===== config.mk =====
export PLATFORM = sky130hd
export DESIGN_NAME = aesKeyGenTop
export DESIGN_NICKNAME = d
export VERILOG_FILES = /design/src/design/aesKeyPkg.sv /design/src/design/aesKeyInst.sv /design/src/design/keyScheduleCtrl.sv /design/src/design/subWordUnit.sv /design/src/design/keyWordChain.sv /design/src/design/aesKeyGenTop.sv
export SDC_FILE = /design/constraint.sdc
export NUM_CORES = 1
export LEC_CHECK = 0
export ABC_AREA = 1
export BUFFER_PORTS_ARGS = -buffer_cell sky130_fd_sc_hd__buf_2
export CAP_MARGIN = 30
export CELL_PAD_IN_SITES_DETAIL_PLACEMENT = 0
export CELL_PAD_IN_SITES_GLOBAL_PLACEMENT = 2
export CORE_MARGIN = 4
export CORE_UTILIZATION = 33
export CTS_BUF_LIST = sky130_fd_sc_hd__clkbuf_4 sky130_fd_sc_hd__clkbuf_8
export DETAILED_ROUTE_END_ITERATION = 8
export MAX_ROUTING_LAYER = met4
export PLACE_DENSITY_LB_ADDON = 0.08
export SKIP_LAST_GASP = 1
export SLEW_MARGIN = 20
export SYNTH_ARGS = -nofsm -noshare
export SYNTH_HDL_FRONTEND = slang
export SYNTH_HIERARCHICAL = 1
export SYNTH_SLANG_ARGS = --single-unit

===== constraint.sdc =====
create_clock -name pClk -period 5.63 [get_ports pClk]
set_input_delay 0.8445 -clock pClk [delete_from_list [all_inputs] [get_ports pClk]]
set_output_delay 0.8445 -clock pClk [all_outputs]
set_load 0.01 [all_outputs]

===== src/design/aesKeyPkg.sv =====
// Shared types and functions for the AES-128 key expansion engine
// S-box is a fixed forward table, inverse S-box not provided
// Rcon covers rounds 1 to 10 only and returns zero otherwise
package aesKeyPkg;

  // ------------------------------------------------------------------
  // Word and round types
  // ------------------------------------------------------------------

  // One 32-bit key word
  typedef logic [31:0] keyWordT;

  // Key word seen as a whole or as bytes, byte 0 most significant
  typedef union packed {
    keyWordT          word;
    logic [0:3][7:0]  bytes;
  } keyWordU;

  // Round number, 0 to 10
  typedef logic [3:0] roundIdxT;

  // Final AES-128 round
  localparam roundIdxT lastRound = roundIdxT'(10);

  // Round key output bundle, key word 0 most significant
  typedef struct packed {
    logic              valid;
    logic              done;
    roundIdxT          roundIdx;
    keyWordT [0:3]     key;
  } roundKeyS;

  // Controller strobes to the datapath
  typedef struct packed {
    logic        load;
    logic        enable;
    logic [7:0]  rcon;
  } ctrlS;

  // ------------------------------------------------------------------
  // S-box and Rcon
  // ------------------------------------------------------------------

  // Forward S-box, entry 0 in the leftmost byte
  localparam logic [0:255][7:0] sBoxTable = {
    128'h637c777bf26b6fc53001672bfed7ab76,
    128'hca82c97dfa5947f0add4a2af9ca472c0,
    128'hb7fd9326363ff7cc34a5e5f171d83115,
    128'h04c723c31896059a071280e2eb27b275,
    128'h09832c1a1b6e5aa0523bd6b329e32f84,
    128'h53d100ed20fcb15b6acbbe394a4c58cf,
    128'hd0efaafb434d338545f9027f503c9fa8,
    128'h51a3408f929d38f5bcb6da2110fff3d2,
    128'hcd0c13ec5f974417c4a77e3d645d1973,
    128'h60814fdc222a908846eeb814de5e0bdb,
    128'he0323a0a4906245cc2d3ac629195e479,
    128'he7c8376d8dd54ea96c56f4ea657aae08,
    128'hba78252e1ca6b4c6e8dd741f4bbd8b8a,
    128'h703eb5664803f60e613557b986c11d9e,
    128'he1f8981169d98e949b1e87e9ce5528df,
    128'h8ca1890dbfe6426841992d0fb054bb16
  };

  // Single byte through the S-box
  function automatic logic [7:0] sboxByte(input logic [7:0] inByte);
    return sBoxTable[inByte];
  endfunction

  // Round constant, powers of x in GF(2^8)
  function automatic logic [7:0] rconOf(input roundIdxT round);
    case (round)
      4'd1:    return 8'h01;
      4'd2:    return 8'h02;
      4'd3:    return 8'h04;
      4'd4:    return 8'h08;
      4'd5:    return 8'h10;
      4'd6:    return 8'h20;
      4'd7:    return 8'h40;
      4'd8:    return 8'h80;
      4'd9:    return 8'h1b;
      4'd10:   return 8'h36;
      default: return 8'h00;
    endcase
  endfunction

endpackage


===== src/design/aesKeyInst.sv =====
// One key word slice of the expansion chain
// Load and enable must be mutually exclusive, load wins if both rise
`timescale 1ns/1ps

module aesKeyInst (
  // Clocks and resets
  input  logic               pClk,
  input  logic               nPRst,
  input  logic               nSRst,
  // Control
  input  logic               load,
  input  logic               enable,
  // Data
  input  aesKeyPkg::keyWordT loadWord,
  input  aesKeyPkg::keyWordT xorIn,
  output aesKeyPkg::keyWordT nextTempKey,
  output aesKeyPkg::keyWordT tempKey
);
  import aesKeyPkg::*;

  // New word, also fed on to the next slice
  assign nextTempKey = xorIn ^ tempKey;

  // Word register
  always_ff @(posedge pClk or negedge nPRst)
  begin
    if (!nPRst)
      tempKey <= '0;
    // Software reset clears like power-on reset
    else if (!nSRst)
      tempKey <= '0;
    // Cipher key word at start
    else if (load)
      tempKey <= loadWord;
    // One schedule round
    else if (enable)
      tempKey <= nextTempKey;
  end

  // Controller never loads and steps in the same cycle
  loadEnableExcl: assert property (@(posedge pClk) disable iff (!nPRst)
    !(load && enable));

endmodule


===== src/design/keyScheduleCtrl.sv =====
// Round sequencer for the AES-128 key schedule
// Start while busy is dropped, no queueing and no back-pressure
`timescale 1ns/1ps

module keyScheduleCtrl (
  // Clocks and resets
  input  logic                pClk,
  input  logic                nPRst,
  input  logic                nSRst,
  // Request
  input  logic                start,
  // To datapath
  output aesKeyPkg::ctrlS     ctrl,
  // Status of the round now held
  output logic                valid,
  output logic                done,
  output aesKeyPkg::roundIdxT roundIdx
);
  import aesKeyPkg::*;

  // Engine running, rounds 0 to 10 on display
  logic     busy;
  // Round held in the chain
  roundIdxT roundCnt;
  // Final round currently held
  logic     lastHeld;

  assign lastHeld = (roundCnt == lastRound);

  // ------------------------------------------------------------------
  // Datapath control
  // ------------------------------------------------------------------

  // Load taken only from idle
  assign ctrl.load   = start & ~busy;
  // Step while rounds remain
  assign ctrl.enable = busy & ~lastHeld;
  // Constant for the round being computed
  assign ctrl.rcon   = rconOf(roundCnt + roundIdxT'(1));

  // ------------------------------------------------------------------
  // Busy flag and round counter
  // ------------------------------------------------------------------
  always_ff @(posedge pClk or negedge nPRst)
  begin
    if (!nPRst)
    begin
      busy     <= 1'b0;
      roundCnt <= '0;
    end
    else if (!nSRst)
    begin
      busy     <= 1'b0;
      roundCnt <= '0;
    end
    else if (ctrl.load)
    begin
      busy     <= 1'b1;
      roundCnt <= '0;
    end
    else if (ctrl.enable)
      roundCnt <= roundCnt + roundIdxT'(1);
    // Round 10 shown for one cycle, then back to idle
    else if (busy)
    begin
      busy     <= 1'b0;
      roundCnt <= '0;
    end
  end

  // Status levels
  assign valid    = busy;
  assign done     = busy & lastHeld;
  assign roundIdx = roundCnt;

  // Counter bounded by the AES-128 schedule
  roundBound: assert property (@(posedge pClk) disable iff (!nPRst)
    roundCnt <= lastRound);
  // Done only flags a held key
  doneValid: assert property (@(posedge pClk) disable iff (!nPRst)
    done |-> valid);

endmodule


===== src/design/subWordUnit.sv =====
// RotWord, SubWord and Rcon on the last key word
// Pure combinational, result is used in the same cycle
`timescale 1ns/1ps

module subWordUnit (
  input  aesKeyPkg::keyWordT lastWord,
  input  logic [7:0]         rcon,
  output aesKeyPkg::keyWordT xorIn
);
  import aesKeyPkg::*;

  // Rotated word
  keyWordU rotW;
  // Substituted word
  keyWordU subW;

  // RotWord, left by one byte
  assign rotW.word = {lastWord[23:0], lastWord[31:24]};

  // SubWord, byte by byte
  always_comb
  begin
    subW.word = '0;
    for (int i = 0; i < 4; i++)
    begin
      subW.bytes[i] = sboxByte(rotW.bytes[i]);
    end
  end

  // Rcon lands on the top byte only
  assign xorIn = subW.word ^ {rcon, 24'h00_0000};

endmodule


===== src/design/keyWordChain.sv =====
// Four word slices forming the 128-bit round key register
// Word 0 is the most significant word of the key
`timescale 1ns/1ps

module keyWordChain (
  // Clocks and resets
  input  logic                     pClk,
  input  logic                     nPRst,
  input  logic                     nSRst,
  // Control
  input  aesKeyPkg::ctrlS          ctrl,
  // Data
  input  aesKeyPkg::keyWordT [0:3] cipherKey,
  input  aesKeyPkg::keyWordT       subWordOut,
  output aesKeyPkg::keyWordT       lastWord,
  output aesKeyPkg::keyWordT [0:3] keyWords
);
  import aesKeyPkg::*;

  // XOR input per slice
  keyWordT [0:3] chainIn;
  // New word out of each slice
  keyWordT [0:3] nextWord;

  // ------------------------------------------------------------------
  // Slices
  // ------------------------------------------------------------------
  for (genvar i = 0; i < 4; i++)
  begin : gSlice
    // Word 0 takes the SubWord result, others the new word before them
    if (i == 0)
    begin : gHead
      assign chainIn[i] = subWordOut;
    end
    else
    begin : gLink
      assign chainIn[i] = nextWord[i-1];
    end

    aesKeyInst aesKeyInst_inst (
      .pClk        (pClk),
      .nPRst       (nPRst),
      .nSRst       (nSRst),
      .load        (ctrl.load),
      .enable      (ctrl.enable),
      .loadWord    (cipherKey[i]),
      .xorIn       (chainIn[i]),
      .nextTempKey (nextWord[i]),
      .tempKey     (keyWords[i])
    );
  end

  // Stored word 3 to the SubWord unit
  assign lastWord = keyWords[3];

endmodule


===== src/design/aesKeyGenTop.sv =====
// AES-128 key expansion, one round key per clock after start
// Consumer must take each key in its valid cycle
`timescale 1ns/1ps

module aesKeyGenTop (
  // Clocks and resets
  input  logic                pClk,
  input  logic                nPRst,
  input  logic                nSRst,
  // Request
  input  logic                start,
  input  logic [127:0]        cipherKey,
  // Round key stream
  output aesKeyPkg::roundKeyS roundKey
);
  import aesKeyPkg::*;

  ctrlS          ctrl;
  keyWordT       lastWord;
  keyWordT       xorIn;
  keyWordT [0:3] keyWords;
  logic          valid;
  logic          done;
  roundIdxT      roundIdx;

  // ------------------------------------------------------------------
  // Blocks
  // ------------------------------------------------------------------
  keyScheduleCtrl keyScheduleCtrl_inst (
    .pClk     (pClk),
    .nPRst    (nPRst),
    .nSRst    (nSRst),
    .start    (start),
    .ctrl     (ctrl),
    .valid    (valid),
    .done     (done),
    .roundIdx (roundIdx)
  );

  subWordUnit subWordUnit_inst (
    .lastWord (lastWord),
    .rcon     (ctrl.rcon),
    .xorIn    (xorIn)
  );

  // Cipher key splits into words, word 0 from the top bits
  keyWordChain keyWordChain_inst (
    .pClk       (pClk),
    .nPRst      (nPRst),
    .nSRst      (nSRst),
    .ctrl       (ctrl),
    .cipherKey  (cipherKey),
    .subWordOut (xorIn),
    .lastWord   (lastWord),
    .keyWords   (keyWords)
  );

  // Output bundle
  assign roundKey = '{valid: valid, done: done, roundIdx: roundIdx, key: keyWords};

endmodule


==> flow_summary.toml, run 1 <==
[synth]
synth_nets = 4191
synth_area_per_cell_um2 = 5.23
yosys_warnings = 6
netlist_area_um2 = 20900
synthCells = 3993

[floorplan]
dieArea_um2 = 67400
ios = 266
rows = 91
die_h_um = 260
core_um2 = 62200
start_util_pct = 33.6
die_w_um = 260

[routing]
wl_um = 112000
routed_via_density = 5.60
drtIter0Drc = 4023
drt_pre_antenna_iters = 7
via_count = 27706
wl_per_cell_um = 22.7
detail-route-antenna-nets = 0
drc_errors = 0

[place]
hpwlAfterDp_um = 81700
place_inst = 4908
routabilityCongestion = 1.07
placed_cell_area_um2 = 22400
port_buffers = 265

[clock_network]
cts_inserted_buffers = 17
cts_sinks = 133
clk_latency_ps = 560
post_cts_buffers = 0
clockBufferDepth = 2
cts_tree = "yes"
clk_pin_slew_ps = 100
cts-resized-gates = 0
hold_buffers = 0
cts_root_buf = "clkbuf_8"
cts.htree.levels = 4

[grt]
grt_pass1_wl_um = 166000
grt_max_degree = 76
grt_use_met2_pct = 49.2
overflow = 0
grt.total_usage_pct = 33.0
grt_use_met3_pct = 5.90
grt_pass1_vias = 25103
top_usage_layer = "met2"
met1_usage_pct = 44.3
antenna_found_initial = 10

[setup_path]
required_ps = 6080
critPathLaunchType = "flop"
critical_path_class = "reg -> reg"
cp_max_fo = 18
critical_path_arrival_ps = 4680
crit_path_end_kind = "flop"

[run]
cap_violations = 0

[power]
leakagePower_nw = 12.8
p_per_area_nw_per_um2 = 679
vdd_ir_drop_max_v = 0.000273

[final_layout]
syn2layout_area_growth_pct = 9.63
fin_cells = 4950
drive_above_1_share_pct = 10.4
stdcell_area_um2 = 22900
fillCellCount = 7244
num-nets-final = 4289

[timing]
final.period_utilization_pct = 75.1
final.setup.tns_ps = 0
worstMarginPinSlew_ps = 1010
slew_headroom_pct = 32.7
report.final.slew_viol_count = 0
setup_violations = 0
whs_ps = 281
rsz0062_at_grt = "no"
skew_ps = 29.1
max_freq_mhz = 236
finalHoldViolations = 0
fin_crit_ps = 4230

[outcome]
status = "finished, final reports clean"

[min_path]
min_path_type = "in -> async"
layout by cell type, fill, tap and decap left out, drive strengths merged, types with 7 or more instances in the layout:
master / n
nand2: 1452
o21ai: 202
nand4: 32
ha: 66
clkbuf: 19
diode: 11
a21oi: 99
nand3b: 7
dfrtp: 133
o211ai: 87
clkinv: 12
nand3: 731
nor3: 15
inv: 424
a31oi: 14
buf: 332
nor2: 443
area by class of cell:
type	count	area, um2	share of cell area, %
Timing Repair Buffer	332	1870	8.15
Inverter	432	1620	7.08
Clock buffer	19	255	1.11
Multi-Input combinational cell	3175	14600	63.6
Antenna cell	11	27.5	0.120
Clock inverter	11	178	0.776
Tap cell	837	1050	4.57
Sequential cell	133	3330	14.5
per-stage QoR:
step / setup slack [ps] / power, mW / utilization, %
3_5_place_dp: 1510 / 14.1 / 36.1
4_1_cts: 1500 / 15.2 / 36.8
2_1_floorplan: 2700 / 10.3 / -
5_1_grt: 1060 / 17.0 / 36.8
6_report: 1400 / 15.6 / 36.8
3_3_place_gp: 1490 / 14.5 / 36.1
final timing paths:
kind / to / depth (start not counted) / slack [ps] / start
min: async pin / 1 / 280 / nPRst
min in group pClk: flop / 2 / 540 / flop
max: flop / 26 / 1400 / flop
max in group asynchronous: async pin / 2 / 4390 / nPRst
min reg2reg: flop / 2 / 540 / flop
max reg2reg: flop / 26 / 1400 / flop
metal layers:
metal / share of wire, % / up-vias / wire length (um)
li1: - / 13020 / -
met1: 43 / 12716 / 48200
met2: 43 / 1610 / 48000
met3: 9.1 / 360 / 10200
met4: 5.2 / 0 / 5870
met5: 0 / - / 0
critical path, stage by stage (launching register included):
cell	delay (ps)
dfrtp_1	840
inv_1	380
ha_1	300
nand2_1	150
inv_1	180
o21ai_1	280
o21ai_0	120
o21ai_0	390
nand2_1	120
nand3_1	90
nand2_1	50
nand2_1	50
nand2_1	160
inv_1	80
nand2_1	70
nand2_1	100
inv_1	40
nand2_1	70
nand2_1	70
inv_1	50
nand2_1	50
nand2_1	130
inv_1	50
nand2_1	50
nand3_1	70
nand2_1	100
nand2_1	50
power breakdown:
part	switching (mW)	internal (mW)
sequential	0.420	1.27
combinational	9.21	3.66
clock	0.506	0.497
state kept, by name (all words and copies together), names as in the netlist:
register,flops
keyWordChain_inst/gSlice.aesKeyInst_inst/tempKey,128
keyScheduleCtrl_inst/roundIdx,4
keyScheduleCtrl_inst/valid,1
(Power assumes the default switching activity.)
==> run 2, diff against run 1 <==
- CORE_UTILIZATION: 33 -> 30
- clock period: 5.63 -> 4 ns (I/O delays scaled with it)
==> flow_summary.toml, run 2 (synthesis gave the netlist of run 1 again) <==
[setup_path]
ff2ff_path_depth = 22
critPathLaunchType = "flop"
critical_path_arrival_ps = 4160
cp_max_fo = 11
r2r_slack_ps = 310
critical_path_class = "reg -> reg"
crit_path_end_kind = "flop"
required_ps = 4470

[place]
place_inst = 5068
routabilityCongestion = 1.04
pre_cts_ws_ps = 375
placed_cell_area_um2 = 23200
port_buffers = 265
hpwlAfterDp_um = 85000

[routing]
wl_per_cell_um = 22.4
routed_via_density = 5.44
drc_errors = 0
via_count = 27810
wl_um = 114000
drt_pre_antenna_iters = 6
drtIter0Drc = 3721
detail-route-antenna-nets = 0

[final_layout]
fillCellCount = 8144
layout_commonest_cell = "nand2_1"
stdcell_area_um2 = 23600
fin_cells = 5109
num-nets-final = 4355
multiInputGateArea_um2 = 14600
regMostFlops = "keyWordChain_inst/gSlice.aesKeyInst_inst/tempKey"
layout_common_cells = "nand2_1 (1437), nand3_1 (730), nor2_1 (423)"
utilization_pct = 34.3
register_area_um2 = 3330
drive_above_1_share_pct = 11.8
largest_reg_flops = 128
syn2layout_area_growth_pct = 12.9

[grt]
overflow = 0
grt.total_usage_pct = 30.6
grt_pass1_wl_um = 169000
antenna_found_initial = 11
grt_pass1_vias = 26008
grt_max_degree = 76

[min_path]
holdPathStages = 4
hold_end = "keyScheduleCtrl_inst/roundIdx[0]"
min_from = "start"
min_path_type = "in -> reg"

[floorplan]
start_util_pct = 30.4
ios = 266
core_um2 = 68800
die_w_um = 272
rows = 96
dieArea_um2 = 73900
die_h_um = 272

[timing]
worstMarginPinSlew_ps = 973
max_freq_mhz = 271
fin_crit_ps = 3690
setup_violations = 0
final.setup.tns_ps = 0
report.final.slew_viol_count = 0
rsz0062_at_grt = "no"
final.period_utilization_pct = 92.3
timing.final.ws_setup_ps = 309
whs_ps = 347
finalHoldViolations = 0
slew_headroom_pct = 34.7
skew_ps = 21.2

[clock_network]
cts_root_buf = "clkbuf_8"
cts.htree.levels = 4
clk_pin_slew_ps = 100
clockBufferDepth = 2
post_cts_buffers = 0
cts_tree = "yes"
cts_inserted_buffers = 17
clk_latency_ps = 570
cts_sinks = 133

[run]
cap_violations = 0

[outcome]
status = "finished, final reports clean"

[power]
p_per_area_nw_per_um2 = 941
leakagePower_nw = 13.1
p_total_mw = 22.2
vdd_ir_drop_max_v = 0.000298
## run 2: how the worst max path moves through the flow
stage | startpoint | end
detailed placement | flop | flop
CTS | flop | flop
global route | flop | flop
floorplan | flop | flop
finish | flop | flop
global placement | flop | flop
## run 2: final cells by class
class / count / area share [%]
Multi-Input combinational cell: 3175 / 61.8
Sequential cell: 133 / 14.1
Timing Repair Buffer: 398 / 10.6
Clock inverter: 10 / 0.324
Antenna cell: 9 / 0.0955
Clock buffer: 21 / 1.17
Tap cell: 931 / 4.94
Inverter: 432 / 6.89
## run 2: metal layers
| layer | wire, um | GRT usage, % | up-vias |
|---|---|---|---|
| li1 | - | - | 13138 |
| met1 | 48600 | 39.7 | 12835 |
| met2 | 50500 | 46.8 | 1508 |
| met3 | 9670 | 5.34 | 329 |
| met4 | 5600 | 13.2 | 0 |
| met5 | 0 | - | - |
## run 2: where the power goes
part / switching (mW) / total (mW) / internal [mW]
Sequential: 0.561 / 2.35 / 1.79
Combinational: 13.1 / 18.7 / 5.56
Clock: 0.728 / 1.20 / 0.475
## run 2: what timing repair did
item,4_1_cts,5_1_grt
hold endpoints to repair,5,0
resized for setup,0,0
hold buffers,1,0
## run 2: critical path: stages, from the launching register on
cell and delay [ps]:
dfrtp_1 630, ha_1 300, inv_1 90, o21ai_0 740, o21ai_0 280, o211ai_1 230
nand3_1 90, nand2_1 80, nand2_1 50, nand2_1 160, inv_1 60, nand2_1 70
nand2_1 80, nand2_1 90, nand2_1 120, inv_1 80, nand2_1 70, nand2_1 100
inv_1 50, nand2_1 50, nand3_1 70, nand2_1 70, nand2_1 50
